**config.mk**
```make
export PLATFORM = sky130hd
export DESIGN_NAME = packet_client
export DESIGN_NICKNAME = d
export VERILOG_FILES = /design/src/hw/client_pkg.sv /design/src/hw/packet_gen.sv /design/src/hw/loop_fifo.sv /design/src/hw/packet_check.sv /design/src/hw/client_regs.sv /design/src/hw/packet_client.sv
export SDC_FILE = /design/constraint.sdc
export NUM_CORES = 1
export LEC_CHECK = 0
export ABC_AREA = 1
export CELL_PAD_IN_SITES_DETAIL_PLACEMENT = 0
export CELL_PAD_IN_SITES_GLOBAL_PLACEMENT = 2
export CORE_UTILIZATION = 28
export DETAILED_ROUTE_END_ITERATION = 8
export DONT_BUFFER_PORTS = 1
export PLACE_DENSITY = 0.62
export SLEW_MARGIN = 10
export SYNTH_ARGS = -nofsm -noshare
export SYNTH_HDL_FRONTEND = slang
export SYNTH_SLANG_ARGS = --single-unit
```
**constraint.sdc**
```tcl
create_clock -name clk_status -period 6.2 [get_ports clk_status]
set_clock_uncertainty 0.05 [all_clocks]
set_input_delay 0.31 -clock clk_status [delete_from_list [all_inputs] [get_ports clk_status]]
set_output_delay 0.31 -clock clk_status [all_outputs]
set_load 0.005 [all_outputs]
```
**src/hw/client_pkg.sv**
```systemverilog
//////////////////////////////
// shared definitions for the packet client
// field widths, register map, reset values
// and the checker state type
//////////////////////////////
package client_pkg;

	typedef logic [31:0] word_t;
	typedef logic [15:0] serial_t;
	typedef logic [7:0]  len_t;
	typedef logic [7:0]  dest_t;
	typedef logic [15:0] addr_t;
	typedef logic [4:0]  fill_t;

	localparam int FIFO_DEPTH = 16;

	// address bits 15:6, base 0x1000
	localparam logic [9:0] STATUS_ADDR_PREFIX = 10'h040;
	localparam word_t CLIENT_ID     = 32'h434c4e54;
	localparam word_t UNMAPPED_WORD = 32'h123;

	//////////////////////////////
	// register offsets
	//////////////////////////////
	localparam logic [5:0] REG_SCRATCH     = 6'h0;
	localparam logic [5:0] REG_ID          = 6'h1;
	localparam logic [5:0] REG_TX_CTRL     = 6'h2;
	localparam logic [5:0] REG_RX_CTRL     = 6'h3;
	localparam logic [5:0] REG_PKT_LEN     = 6'h4;
	localparam logic [5:0] REG_TX_DEST     = 6'h5;
	localparam logic [5:0] REG_RX_DEST     = 6'h6;
	localparam logic [5:0] REG_HIGH_THR    = 6'h7;
	localparam logic [5:0] REG_LOW_THR     = 6'h8;
	localparam logic [5:0] REG_PKT_CNT     = 6'h9;
	localparam logic [5:0] REG_BAD_TERM    = 6'ha;
	localparam logic [5:0] REG_BAD_SERIAL  = 6'hb;
	localparam logic [5:0] REG_BAD_DEST    = 6'hc;
	localparam logic [5:0] REG_LAST_SERIAL = 6'hd;
	localparam logic [5:0] REG_FILL        = 6'he;

	// reset values of the control registers
	localparam len_t  PKT_LEN_RST  = 8'd4;
	localparam len_t  PKT_LEN_MIN  = 8'd2;
	localparam dest_t DEST_RST     = 8'h5a;
	localparam fill_t HIGH_THR_RST = 5'd12;
	localparam fill_t LOW_THR_RST  = 5'd4;

	typedef enum logic {
		CHK_IDLE,
		CHK_BODY
	} check_state_t;

endpackage

```
**src/hw/packet_gen.sv**
```systemverilog
`timescale 1ns/1ns
//////////////////////////////
// packet generator
// header word then numbered payload words,
// serial counter with an optional skipped serial
//////////////////////////////
module packet_gen (
	input  logic              clk_status,
	input  logic              rst_n,
	input  logic              gen_enable,
	input  logic              skip_serial,
	input  client_pkg::len_t  pkt_len,
	input  client_pkg::dest_t tx_dest,
	input  logic              throttle,
	output client_pkg::word_t gen_data,
	output logic              gen_sop,
	output logic              gen_eop,
	output logic              gen_wr
);
	import client_pkg::*;

	logic    in_pkt;
	logic    skip_pend;
	len_t    word_idx;
	len_t    cur_len;
	serial_t serial;
	logic    emit;
	logic    last_word;

	// a new packet starts only from idle, so dropping gen_enable never cuts one short
	assign emit      = !throttle && (in_pkt || gen_enable);
	assign last_word = in_pkt && (word_idx == len_t'(cur_len - 8'd1));

	always_ff @(posedge clk_status or negedge rst_n) begin
		if (!rst_n) begin
			in_pkt    <= 1'b0;
			skip_pend <= 1'b0;
			word_idx  <= '0;
			cur_len   <= '0;
			serial    <= '0;
			gen_wr    <= 1'b0;
			gen_sop   <= 1'b0;
			gen_eop   <= 1'b0;
		end else begin
			gen_wr  <= emit;
			gen_sop <= emit && !in_pkt;
			gen_eop <= emit && last_word;
			if (emit) begin
				if (!in_pkt) begin
					// length is captured with the header
					in_pkt   <= 1'b1;
					cur_len  <= pkt_len;
					word_idx <= 8'd1;
				end else if (last_word) begin
					in_pkt    <= 1'b0;
					serial    <= serial + (skip_pend ? 16'd2 : 16'd1);
					skip_pend <= 1'b0;
				end else begin
					word_idx <= word_idx + 8'd1;
				end
			end
			// a pulse on the final word applies to the following packet
			if (skip_serial) begin
				skip_pend <= 1'b1;
			end
		end
	end

	always_ff @(posedge clk_status) begin
		if (emit) begin
			if (!in_pkt) begin
				gen_data <= {serial, pkt_len, tx_dest};
			end else begin
				gen_data <= {serial, 8'd0, word_idx};
			end
		end
	end

endmodule

```
**src/hw/loop_fifo.sv**
```systemverilog
`timescale 1ns/1ns
//////////////////////////////
// loopback buffer
// word memory with sop and eop flags,
// fill count and hysteresis throttle
//////////////////////////////
module loop_fifo (
	input  logic              clk_status,
	input  logic              rst_n,
	input  client_pkg::word_t gen_data,
	input  logic              gen_sop,
	input  logic              gen_eop,
	input  logic              gen_wr,
	input  logic              fifo_rd,
	input  client_pkg::fill_t high_threshold,
	input  client_pkg::fill_t low_threshold,
	output client_pkg::word_t rd_data,
	output logic              rd_sop,
	output logic              rd_eop,
	output logic              rd_valid,
	output logic              throttle,
	output client_pkg::fill_t fill
);
	import client_pkg::*;

	logic [33:0] mem [FIFO_DEPTH];
	logic [$clog2(FIFO_DEPTH)-1:0] wr_ptr;
	logic [$clog2(FIFO_DEPTH)-1:0] rd_ptr;
	logic rd_en;

	// read strobe from the checker, taken only when a word is held
	assign rd_en = fifo_rd && (fill != '0);

	always_ff @(posedge clk_status) begin
		if (gen_wr) begin
			mem[wr_ptr] <= {gen_sop, gen_eop, gen_data};
		end
		if (rd_en) begin
			{rd_sop, rd_eop, rd_data} <= mem[rd_ptr];
		end
	end

	always_ff @(posedge clk_status or negedge rst_n) begin
		if (!rst_n) begin
			wr_ptr   <= '0;
			rd_ptr   <= '0;
			fill     <= '0;
			rd_valid <= 1'b0;
			throttle <= 1'b0;
		end else begin
			rd_valid <= rd_en;
			if (gen_wr) begin
				wr_ptr <= wr_ptr + 1'b1;
			end
			if (rd_en) begin
				rd_ptr <= rd_ptr + 1'b1;
			end
			case ({gen_wr, rd_en})
				2'b10:   fill <= fill + 5'd1;
				2'b01:   fill <= fill - 5'd1;
				default: fill <= fill;
			endcase
			// hysteresis, holds between the two thresholds
			if (fill >= high_threshold) begin
				throttle <= 1'b1;
			end else if (fill <= low_threshold) begin
				throttle <= 1'b0;
			end
		end
	end

endmodule

```
**src/hw/packet_check.sv**
```systemverilog
`timescale 1ns/1ns
//////////////////////////////
// packet checker
// drains the buffer, checks header, serial
// and framing, keeps the error counters
//////////////////////////////
module packet_check (
	input  logic                clk_status,
	input  logic                rst_n,
	input  client_pkg::word_t   rd_data,
	input  logic                rd_sop,
	input  logic                rd_eop,
	input  logic                rd_valid,
	input  logic                drain_stop,
	input  logic                clr_cntrs,
	input  client_pkg::dest_t   rx_dest,
	output logic                fifo_rd,
	output client_pkg::word_t   pkt_cnt,
	output client_pkg::word_t   bad_term_cnt,
	output client_pkg::word_t   bad_serial_cnt,
	output client_pkg::word_t   bad_dest_cnt,
	output client_pkg::serial_t last_serial
);
	import client_pkg::*;

	check_state_t state;
	len_t    cur_len;
	len_t    word_idx;
	logic    first_pkt;
	logic    serial_bad;
	logic    dest_bad;
	serial_t hdr_serial;
	len_t    hdr_len;
	logic    hdr_serial_bad;
	logic    hdr_dest_bad;
	logic    at_last;
	logic    pkt_done;
	logic    term_bad;
	logic    done_serial_bad;
	logic    done_dest_bad;

	assign hdr_serial     = rd_data[31:16];
	assign hdr_len        = rd_data[15:8];
	assign hdr_serial_bad = !first_pkt && (hdr_serial != serial_t'(last_serial + 16'd1));
	assign hdr_dest_bad   = rd_data[7:0] != rx_dest;
	assign at_last        = word_idx == len_t'(cur_len - 8'd1);

	// which word closes a packet, and whether its framing was right
	always_comb begin
		pkt_done        = 1'b0;
		term_bad        = 1'b0;
		done_serial_bad = serial_bad;
		done_dest_bad   = dest_bad;
		if (rd_valid) begin
			if (state == CHK_IDLE) begin
				done_serial_bad = hdr_serial_bad;
				done_dest_bad   = hdr_dest_bad;
				if (rd_sop && rd_eop) begin
					pkt_done = 1'b1;
					term_bad = hdr_len != 8'd1;
				end
			end else if (rd_sop) begin
				// new header inside a packet, that packet is lost
				pkt_done = 1'b1;
				term_bad = 1'b1;
			end else if (rd_eop || at_last) begin
				pkt_done = 1'b1;
				term_bad = !(rd_eop && at_last);
			end
		end
	end

	always_ff @(posedge clk_status or negedge rst_n) begin
		if (!rst_n) begin
			state          <= CHK_IDLE;
			fifo_rd        <= 1'b0;
			cur_len        <= '0;
			word_idx       <= '0;
			first_pkt      <= 1'b1;
			serial_bad     <= 1'b0;
			dest_bad       <= 1'b0;
			last_serial    <= '0;
			pkt_cnt        <= '0;
			bad_term_cnt   <= '0;
			bad_serial_cnt <= '0;
			bad_dest_cnt   <= '0;
		end else begin
			fifo_rd <= !drain_stop;
			if (rd_valid) begin
				case (state)
					CHK_IDLE: begin
						// words before a header are dropped
						if (rd_sop) begin
							serial_bad  <= hdr_serial_bad;
							dest_bad    <= hdr_dest_bad;
							last_serial <= hdr_serial;
							first_pkt   <= 1'b0;
							cur_len     <= hdr_len;
							word_idx    <= 8'd1;
							if (!rd_eop) begin
								state <= CHK_BODY;
							end
						end
					end
					default: begin
						if (pkt_done) begin
							state <= CHK_IDLE;
						end else begin
							word_idx <= word_idx + 8'd1;
						end
					end
				endcase
			end
			if (pkt_done) begin
				pkt_cnt        <= pkt_cnt + 32'd1;
				bad_term_cnt   <= bad_term_cnt + {31'd0, term_bad};
				bad_serial_cnt <= bad_serial_cnt + {31'd0, done_serial_bad};
				bad_dest_cnt   <= bad_dest_cnt + {31'd0, done_dest_bad};
			end
			if (clr_cntrs) begin
				first_pkt      <= 1'b1;
				pkt_cnt        <= '0;
				bad_term_cnt   <= '0;
				bad_serial_cnt <= '0;
				bad_dest_cnt   <= '0;
			end
		end
	end

endmodule

```
**src/hw/client_regs.sv**
```systemverilog
`timescale 1ns/1ns
//////////////////////////////
// status register port
// registered bus inputs, prefix decode,
// control registers and read mux
//////////////////////////////
module client_regs (
	input  logic                clk_status,
	input  logic                rst_n,
	input  client_pkg::addr_t   status_addr,
	input  logic                status_read,
	input  logic                status_write,
	input  client_pkg::word_t   status_writedata,
	output client_pkg::word_t   status_readdata,
	output logic                status_readdata_valid,
	output logic                gen_enable,
	output logic                skip_serial,
	output client_pkg::len_t    pkt_len,
	output client_pkg::dest_t   tx_dest,
	output client_pkg::dest_t   rx_dest,
	output client_pkg::fill_t   high_threshold,
	output client_pkg::fill_t   low_threshold,
	output logic                clr_cntrs,
	output logic                drain_stop,
	input  client_pkg::word_t   pkt_cnt,
	input  client_pkg::word_t   bad_term_cnt,
	input  client_pkg::word_t   bad_serial_cnt,
	input  client_pkg::word_t   bad_dest_cnt,
	input  client_pkg::serial_t last_serial,
	input  client_pkg::fill_t   fill
);
	import client_pkg::*;

	logic       read_r;
	logic       write_r;
	logic       addr_sel_r;
	logic [5:0] addr_r;
	word_t      writedata_r;
	word_t      scratch;
	word_t      rd_word;
	len_t       wr_len;

	assign wr_len = writedata_r[7:0];

	//////////////////////////////
	// bus input stage
	//////////////////////////////
	always_ff @(posedge clk_status) begin
		addr_r      <= status_addr[5:0];
		addr_sel_r  <= status_addr[15:6] == STATUS_ADDR_PREFIX;
		writedata_r <= status_writedata;
	end

	always_ff @(posedge clk_status or negedge rst_n) begin
		if (!rst_n) begin
			read_r                <= 1'b0;
			write_r               <= 1'b0;
			status_readdata_valid <= 1'b0;
			scratch               <= '0;
			gen_enable            <= 1'b0;
			skip_serial           <= 1'b0;
			clr_cntrs             <= 1'b0;
			drain_stop            <= 1'b0;
			pkt_len               <= PKT_LEN_RST;
			tx_dest               <= DEST_RST;
			rx_dest               <= DEST_RST;
			high_threshold        <= HIGH_THR_RST;
			low_threshold         <= LOW_THR_RST;
		end else begin
			read_r                <= status_read;
			write_r               <= status_write;
			status_readdata_valid <= read_r && addr_sel_r;
			skip_serial           <= 1'b0;
			if (write_r && addr_sel_r) begin
				case (addr_r)
					REG_SCRATCH: scratch <= writedata_r;
					REG_TX_CTRL: begin
						gen_enable  <= writedata_r[0];
						skip_serial <= writedata_r[1];
					end
					REG_RX_CTRL: begin
						clr_cntrs  <= writedata_r[0];
						drain_stop <= writedata_r[1];
					end
					// the generator needs a header and at least one payload word
					REG_PKT_LEN:  pkt_len <= (wr_len < PKT_LEN_MIN) ? PKT_LEN_MIN : wr_len;
					REG_TX_DEST:  tx_dest <= writedata_r[7:0];
					REG_RX_DEST:  rx_dest <= writedata_r[7:0];
					REG_HIGH_THR: high_threshold <= writedata_r[4:0];
					REG_LOW_THR:  low_threshold <= writedata_r[4:0];
					default: ;
				endcase
			end
		end
	end

	//////////////////////////////
	// read mux
	//////////////////////////////
	always_comb begin
		case (addr_r)
			REG_SCRATCH:     rd_word = scratch;
			REG_ID:          rd_word = CLIENT_ID;
			REG_TX_CTRL:     rd_word = {31'd0, gen_enable};
			REG_RX_CTRL:     rd_word = {30'd0, drain_stop, clr_cntrs};
			REG_PKT_LEN:     rd_word = {24'd0, pkt_len};
			REG_TX_DEST:     rd_word = {24'd0, tx_dest};
			REG_RX_DEST:     rd_word = {24'd0, rx_dest};
			REG_HIGH_THR:    rd_word = {27'd0, high_threshold};
			REG_LOW_THR:     rd_word = {27'd0, low_threshold};
			REG_PKT_CNT:     rd_word = pkt_cnt;
			REG_BAD_TERM:    rd_word = bad_term_cnt;
			REG_BAD_SERIAL:  rd_word = bad_serial_cnt;
			REG_BAD_DEST:    rd_word = bad_dest_cnt;
			REG_LAST_SERIAL: rd_word = {16'd0, last_serial};
			REG_FILL:        rd_word = {27'd0, fill};
			default:         rd_word = UNMAPPED_WORD;
		endcase
	end

	// reads outside the prefix are ignored
	always_ff @(posedge clk_status) begin
		if (read_r && addr_sel_r) begin
			status_readdata <= rd_word;
		end
	end

endmodule

```
**src/hw/packet_client.sv**
```systemverilog
`timescale 1ns/1ns
//////////////////////////////
// packet client top level
// register port, generator, loopback
// buffer and checker
//////////////////////////////
module packet_client (
	input  logic              clk_status,
	input  logic              rst_n,
	input  client_pkg::addr_t status_addr,
	input  logic              status_read,
	input  logic              status_write,
	input  client_pkg::word_t status_writedata,
	output client_pkg::word_t status_readdata,
	output logic              status_readdata_valid
);
	import client_pkg::*;

	// control from the register port
	logic  gen_enable;
	logic  skip_serial;
	len_t  pkt_len;
	dest_t tx_dest;
	dest_t rx_dest;
	fill_t high_threshold;
	fill_t low_threshold;
	logic  clr_cntrs;
	logic  drain_stop;

	// status back to the register port
	word_t   pkt_cnt;
	word_t   bad_term_cnt;
	word_t   bad_serial_cnt;
	word_t   bad_dest_cnt;
	serial_t last_serial;
	fill_t   fill;

	// generator to buffer
	word_t gen_data;
	logic  gen_sop;
	logic  gen_eop;
	logic  gen_wr;
	logic  throttle;

	// buffer to checker
	logic  fifo_rd;
	word_t rd_data;
	logic  rd_sop;
	logic  rd_eop;
	logic  rd_valid;

	client_regs u_regs (
		.clk_status            (clk_status),
		.rst_n                 (rst_n),
		.status_addr           (status_addr),
		.status_read           (status_read),
		.status_write          (status_write),
		.status_writedata      (status_writedata),
		.status_readdata       (status_readdata),
		.status_readdata_valid (status_readdata_valid),
		.gen_enable            (gen_enable),
		.skip_serial           (skip_serial),
		.pkt_len               (pkt_len),
		.tx_dest               (tx_dest),
		.rx_dest               (rx_dest),
		.high_threshold        (high_threshold),
		.low_threshold         (low_threshold),
		.clr_cntrs             (clr_cntrs),
		.drain_stop            (drain_stop),
		.pkt_cnt               (pkt_cnt),
		.bad_term_cnt          (bad_term_cnt),
		.bad_serial_cnt        (bad_serial_cnt),
		.bad_dest_cnt          (bad_dest_cnt),
		.last_serial           (last_serial),
		.fill                  (fill)
	);

	packet_gen u_gen (
		.clk_status  (clk_status),
		.rst_n       (rst_n),
		.gen_enable  (gen_enable),
		.skip_serial (skip_serial),
		.pkt_len     (pkt_len),
		.tx_dest     (tx_dest),
		.throttle    (throttle),
		.gen_data    (gen_data),
		.gen_sop     (gen_sop),
		.gen_eop     (gen_eop),
		.gen_wr      (gen_wr)
	);

	loop_fifo u_fifo (
		.clk_status     (clk_status),
		.rst_n          (rst_n),
		.gen_data       (gen_data),
		.gen_sop        (gen_sop),
		.gen_eop        (gen_eop),
		.gen_wr         (gen_wr),
		.fifo_rd        (fifo_rd),
		.high_threshold (high_threshold),
		.low_threshold  (low_threshold),
		.rd_data        (rd_data),
		.rd_sop         (rd_sop),
		.rd_eop         (rd_eop),
		.rd_valid       (rd_valid),
		.throttle       (throttle),
		.fill           (fill)
	);

	packet_check u_check (
		.clk_status     (clk_status),
		.rst_n          (rst_n),
		.rd_data        (rd_data),
		.rd_sop         (rd_sop),
		.rd_eop         (rd_eop),
		.rd_valid       (rd_valid),
		.drain_stop     (drain_stop),
		.clr_cntrs      (clr_cntrs),
		.rx_dest        (rx_dest),
		.fifo_rd        (fifo_rd),
		.pkt_cnt        (pkt_cnt),
		.bad_term_cnt   (bad_term_cnt),
		.bad_serial_cnt (bad_serial_cnt),
		.bad_dest_cnt   (bad_dest_cnt),
		.last_serial    (last_serial)
	);

endmodule

```
==> flow_metrics.py, run 1 <==
metrics = {
    "synthesis": {
        "yosysWarnings": 0,
        "netlist_area_um2": 41800,
        "yosysTopAreaCell": "edfxtp_1",
        "synth_ff_type": "edfxtp_1",
        "synth_nets": 3816,
        "synth-seq-area-share": 0.655,
        "yosysTopAreaCellShare": 0.462,
        "netlist_instances": 3728,
        "synth-edff-count": 642,
        "ys_seq_elements": 971,
        "syn-mean-instance-area_um2": 11.2,
        "synth.distinct_cells": 62,
        "async_flop_share": 0.299,
        "synth_area_leaders": "edfxtp_1 46%, dfrtp_1 17%, nand2_1 5.1%",
    },
    "drt": {
        "via_per_inst": 4.83,
        "drc": 0,
        "wirelength_um": 126000,
        "initialDrtViolationCount": 1840,
        "routedWlPerCell_um": 21.8,
        "via_count": 28000,
        "first_pass_iters": 5,
        "drtAntennaViolNets": 0,
    },
    "setup_path": {
        "required_ns": 6.78,
        "critPathKind": "flop to flop",
        "path_cells": "inv_1 > ha_1 > nand2_1 > nor4_1 > xor2_1 > nand3b_1 > nor3_1 > nand4_1 > ha_1 > nor3_1 > nor3_1 > ha_1 > inv_1 > nor2_1 > nand2_1 > nor3_1 > nor3b_2 > nand3_1 > nand2_1 > a21oi_1",
        "rr_worst_depth": 20,
        "critical_path_peak_fanout": 5,
        "rrSetupSlack_ns": 2.25,
        "cpPeakStageDelay_ns": 0.49,
        "arrival_ns": 4.54,
        "cp-end-kind": "flop",
        "rr_endpoint": "u_check.bad_term_cnt[26]$_DFFE_PN0P_",
        "crit_path_top_delay_cell": "nor3_1",
        "cpMostUsedCell": "nor3_1",
        "r2r-start": "u_check.cur_len[0]$_DFFE_PN0P_",
        "start_kind": "flop",
    },
    "placed_design": {
        "dpl.cell_count": 5539,
        "io_buffers": 0,
        "dp_hpwl_um": 77500,
        "gp_congestion": 0.776,
        "place_ws_ns": 2.12,
    },
    "floorplan": {
        "boundaryPins": 85,
        "initial_core_util": 0.282,
        "dieWidth_um": 388,
        "die_y_um": 388,
        "row_count": 141,
        "die-area_um2": 151000,
        "core-area_um2": 148000,
    },
    "timing": {
        "setup-tns-final_ns": 0,
        "rsz0062_at_grt": "no",
        "setup_viol": 0,
        "hold_viol": 278,
        "slew_headroom": 0.134,
        "layout_setup_ws_ns": 2.25,
        "fin_crit_sh": 0.637,
        "drv_slew": 0,
        "holdWs_ns": -0.651,
        "max_slew.worst_pin.slew_ns": 1.30,
        "period_needed_ns": 3.95,
        "max_freq_mhz": 253,
    },
    "min_path": {
        "min_path_type": "primary input to async pin",
    },
    "final_layout": {
        "finish.net_count": 3863,
        "final_core_util": 0.326,
        "drive_gt1_frac": 0.0830,
        "final_common_cell": "edfxtp_1",
        "area_delta_synth_final_pct": 15.3,
        "instances_no_fill": 5799,
        "diodes": 0,
        "final_cell_mix": "642 x edfxtp_1, 571 x nand2_1, 388 x nor2_1",
    },
    "global_routing": {
        "grt-ovfl-total": 0,
        "grt_use_total": 0.166,
        "antenna_found_initial": 2,
        "grt_max_degree": 291,
        "grt_first_pass_wirelength_um": 187000,
        "grt_pass1_vias": 27700,
    },
    "clock_tree": {
        "htree_levels": 3,
        "clkSlewWorstSetupHoldPaths_ns": 0.06,
        "cts_hold_buffers": 56,
        "post_cts_buffers": 0,
        "cts_made_buffers": 108,
        "clock-sinks": 971,
        "clock_latency_ns": 0.75,
        "clockBufferDepth": 3,
        "cts_root_buf": "clkbuf_16",
        "tritoncts": "yes",
        "cts_resized": 0,
    },
    "power_and_ir_drop": {
        "ir_drop_mv": 0.255,
        "cellPowerDensity_nw_per_um2": 375,
        "power.leakage_nw": 17.6,
    },
    "status": {
        "status": "complete, but fails checks",
        "violations": "hold timing",
    },
    "run": {
        "max-cap-violations": 0,
    },
}
flip-flops by register name, indices dropped and copies added (netlist names), 16 cells and up:
name and flops:
u_check.bad_dest_cnt 32, u_check.bad_serial_cnt 32, u_check.bad_term_cnt 32, u_check.last_serial 16
u_check.pkt_cnt 32, u_fifo.mem 544, u_fifo.rd_data 32, u_gen.gen_data 32
u_gen.serial 16, u_regs.scratch 32, u_regs.status_readdata 32, u_regs.writedata_r 32
worst max-delay path by stage:
| stage | start | to | slack, ns |
|---|---|---|---|
| after detailed placement | u_check.cur_len[0]$_DFFE_PN0P_ | u_check.bad_term_cnt[26]$_DFFE_PN0P_ | 2.12 |
| final | u_check.cur_len[0]$_DFFE_PN0P_ | u_check.bad_term_cnt[26]$_DFFE_PN0P_ | 2.25 |
| after CTS | u_check.cur_len[0]$_DFFE_PN0P_ | u_check.bad_term_cnt[26]$_DFFE_PN0P_ | 2.13 |
| after floorplan | u_check.cur_len[0]$_DFFE_PN0P_ | u_check.bad_term_cnt[7]$_DFFE_PN0P_ | 3.13 |
| after global routing | u_check.cur_len[0]$_DFFE_PN0P_ | u_check.bad_term_cnt[28]$_DFFE_PN0P_ | 1.82 |
| after global placement | u_check.cur_len[0]$_DFFE_PN0P_ | u_check.bad_term_cnt[26]$_DFFE_PN0P_ | 2.13 |
kinds of logic (layout without fill, tap and decap cells):
logic type | Yosys count | in the layout | share of synthesized area
compound gates | 699 | 699 | 0.105
xor+xnor | 73 | 73 | 0.0153
fa+ha+maj | 36 | 36 | 0.0111
buf+inv | 473 | 614 | 0.0441
flops | 971 | 971 | 0.655
mux | 130 | 130 | 0.0319
simple gates | 1346 | 1346 | 0.138
metal layers:
metal	part of all wire	wire length [um]	vias up	GRT usage
li1	-	-	13400	-
met1	0.46	58300	14000	0.225
met2	0.47	59800	427	0.273
met3	0.036	4500	162	0.0258
met4	0.029	3610	0	0.0489
met5	0	0	-	0
cell type report:
type / instances / area (um^2)
clock buffers: 135 / 2880
clock inverters: 69 / 702
fillers: 15000 / 99700
inverters: 308 / 1160
multi-input cells: 2284 / 12700
flip-flops and latches: 971 / 27300
well taps: 1930 / 2410
repair buffers: 102 / 918
critical path, delay by kind of cell, from the launching register on:
family | cells | cell delay, ns
buf+inv | 2 | 0.25
compound gates | 1 | 0.06
fa+ha+maj | 3 | 0.76
xor+xnor | 1 | 0.17
simple gates | 13 | 2.22
flops | 1 | 0.37
through the flow:
stage | area (um^2) | power [mW]
2_1_floorplan | 41800 | 10.3
3_3_place_gp | 44000 | 11.8
3_5_place_dp | 44000 | 11.8
4_1_cts | 48100 | 18.4
5_1_grt | 48100 | 19.0
6_report | 48100 | 18.1
Yosys cell counts (39+ instances only):
master and count:
nor2_1 405, o221ai_1 111, a21oi_1 101, edfxtp_1 642, nor3_1 89, nand3_1 142, inv_1 292, dfxtp_1 39
dfrtp_1 277, buf_2 42, xor2_1 39, mux2i_1 106, clkbuf_1 111, nand2_1 572, nand4_1 65, o21ai_0 302
power by group:
group	switching [mW]	internal [mW]	total, mW
logic	2.65	1.24	3.89
clock network	2.76	3.65	6.42
registers	0.540	7.23	7.77
No activity file was read; power rests on OpenSTA's default activity.
==> inputs of run 2 (changes only) <==
==> constraint.sdc (replaced) <==
create_clock -name clk_status -period 4.08 [get_ports clk_status]
set_clock_uncertainty 0.05 [all_clocks]
set_input_delay 0.204 -clock clk_status [delete_from_list [all_inputs] [get_ports clk_status]]
set_output_delay 0.204 -clock clk_status [all_outputs]
set_load 0.005 [all_outputs]
==> flow_metrics.py, run 2 (synthesis gave the netlist of run 1 again) <==
metrics = {
    "min_path": {
        "min_path_type": "primary input to async pin",
    },
    "setup_path": {
        "critPathKind": "flop to flop",
        "required_ns": 4.66,
        "critical_path_peak_fanout": 5,
        "rrSetupSlack_ns": 0.38,
        "path_cells": "inv_1 > ha_1 > nand2_1 > nor4_1 > xor2_1 > nand3b_1 > nor3_1 > nand4_1 > ha_1 > nor3_1 > nor3_1 > buf_4 > ha_1 > inv_1 > nor2_2 > nand2_2 > nor2_2 > nand4_1 > o21ai_0 > a21oi_1",
        "crit_path_top_delay_cell": "dfrtp_1",
        "start_kind": "flop",
        "r2r-start": "u_check.cur_len[0]$_DFFE_PN0P_",
        "cp-end-kind": "flop",
        "arrival_ns": 4.27,
        "crit_start": "u_check.cur_len[0]$_DFFE_PN0P_",
        "cpPeakStageDelay_ns": 0.37,
    },
    "global_routing": {
        "use_met1": 0.232,
        "antenna_found_initial": 1,
        "grt_use_total": 0.170,
        "grt-ovfl-total": 0,
        "busiest_layer": "met2",
        "grt_max_degree": 291,
        "grt_first_pass_wirelength_um": 192000,
        "met2_usage": 0.287,
        "grt_pass1_vias": 28200,
        "grt_util_met3": 0.0201,
    },
    "timing": {
        "setup-tns-final_ns": 0,
        "setup_viol": 0,
        "max_slew.worst_pin.slew_ns": 1.21,
        "holdWs_ns": -0.760,
        "rsz0062_at_grt": "no",
        "drv_slew": 0,
        "period_needed_ns": 3.70,
        "slew_headroom": 0.194,
        "fin_crit_sh": 0.906,
        "hold_viol": 290,
        "max_freq_mhz": 271,
    },
    "status": {
        "violations": "hold timing",
        "status": "complete, but fails checks",
    },
    "drt": {
        "drc": 0,
        "first_pass_iters": 7,
        "drtAntennaViolNets": 0,
        "via_per_inst": 4.85,
        "via_count": 28400,
        "wirelength_um": 129000,
        "routedWlPerCell_um": 22.0,
        "initialDrtViolationCount": 1974,
    },
    "floorplan": {
        "die_y_um": 388,
        "die-area_um2": 151000,
        "row_count": 141,
        "core-area_um2": 148000,
        "dieWidth_um": 388,
        "initial_core_util": 0.282,
        "boundaryPins": 85,
    },
    "run": {
        "max-cap-violations": 0,
    },
    "final_layout": {
        "fill_cells": 14900,
        "largest_register_ffs": 544,
        "drive_gt1_frac": 0.0885,
        "top_register": "u_fifo.mem",
        "area_delta_synth_final_pct": 16.9,
        "final_common_cell": "edfxtp_1",
        "final_core_util": 0.330,
        "final_cell_mix": "642 x edfxtp_1, 571 x nand2_1, 388 x nor2_1",
        "finish.net_count": 3912,
        "final_area_um2": 48800,
    },
    "clock_tree": {
        "clock-sinks": 971,
        "cts_made_buffers": 108,
        "clockBufferDepth": 3,
        "clkSlewWorstSetupHoldPaths_ns": 0.07,
        "cts_root_buf": "clkbuf_16",
        "post_cts_buffers": 0,
        "htree_levels": 3,
        "clock_latency_ns": 0.75,
        "cts_hold_buffers": 83,
        "tritoncts": "yes",
    },
    "placed_design": {
        "io_buffers": 0,
        "gp_congestion": 0.796,
        "placed_area_um2": 44300,
        "dp_hpwl_um": 80200,
    },
    "power_and_ir_drop": {
        "power.leakage_nw": 17.9,
        "cellPowerDensity_nw_per_um2": 573,
        "ir_drop_mv": 0.476,
    },
}
[run 2: cell count changes in the layout (fill, tap and decap cells not counted), moves of 5 or more]
cell           change
buf_12            +10
dlygate4sd3_1     +27
clkbuf_8           +5
clkinv_1           -8
buf_4             +12
clkbuf_1           +6
[run 2: repair_timing]
action | 4_1_cts | 5_1_grt
resized for setup | 0 | 1
endpoints found under the hold margin | 331 | 290
endpoints found under the setup margin | 0 | 1
[run 2: layout make-up]
| cell class | instances | area (um^2) | area share |
|---|---|---|---|
| antenna | 2 | 5.00 | 0.000103 |
| clock buffer | 146 | 2980 | 0.0610 |
| clock inverter | 59 | 694 | 0.0142 |
| inverter | 308 | 1160 | 0.0238 |
| multi-input combinational | 2284 | 12700 | 0.261 |
| sequential | 971 | 27300 | 0.560 |
| tap | 1930 | 2410 | 0.0495 |
| timing repair buffer | 151 | 1480 | 0.0303 |
[run 2: metrics by stage]
step                      std cells  setup WS (ns)  power [mW]
final                          5851          0.384        28.0
after global routing           5849         0.0122        29.4
after CTS                      5849          0.267        28.4
after detailed placement       5561          0.253        18.2
after global placement         5561          0.256        18.3
after floorplan                3728           1.01        15.7
[run 2: where the power goes]
group | total, mW | leakage [nW] | internal (mW) | switching, mW
Combinational | 6.29 | 6.18 | 2.06 | 4.23
Clock | 10.0 | 1.77 | 5.78 | 4.22
Sequential | 11.7 | 9.92 | 11.0 | 0.691
[run 2: worst max-delay path, delay by kind of cell, from the launching register on]
| kind | cells | cell delay, ns |
|---|---|---|
| AND/OR/NAND/NOR | 11 | 1.72 |
| adder cells (fa/ha/maj) | 3 | 0.66 |
| buffers and inverters | 3 | 0.40 |
| flip-flops | 1 | 0.37 |
| AO/OA/AOI/OAI | 2 | 0.23 |
| XOR/XNOR | 1 | 0.18 |
[run 2: worst paths after layout]
kind / endpoint / cells past startpoint
min: u_check.word_idx[3]$_DFFE_PN0P_ / 0
min reg2reg: u_regs.pkt_len[2]$_DFFE_PN1P_ / 2
max in group asynchronous: u_fifo.rd_ptr[2]$_DFFE_PN0P_ / 0
min in group clk_status: u_regs.addr_sel_r$_DFF_P_ / 3
max reg2reg: u_check.bad_term_cnt[27]$_DFFE_PN0P_ / 20
max: u_check.bad_term_cnt[27]$_DFFE_PN0P_ / 20
[run 2: metal layers]
metal | vias to the layer above | share of wire
li1 | 13500 | -
met3 | 143 | 0.035
met4 | 0 | 0.018
met1 | 14200 | 0.46
met5 | - | 0
met2 | 487 | 0.49
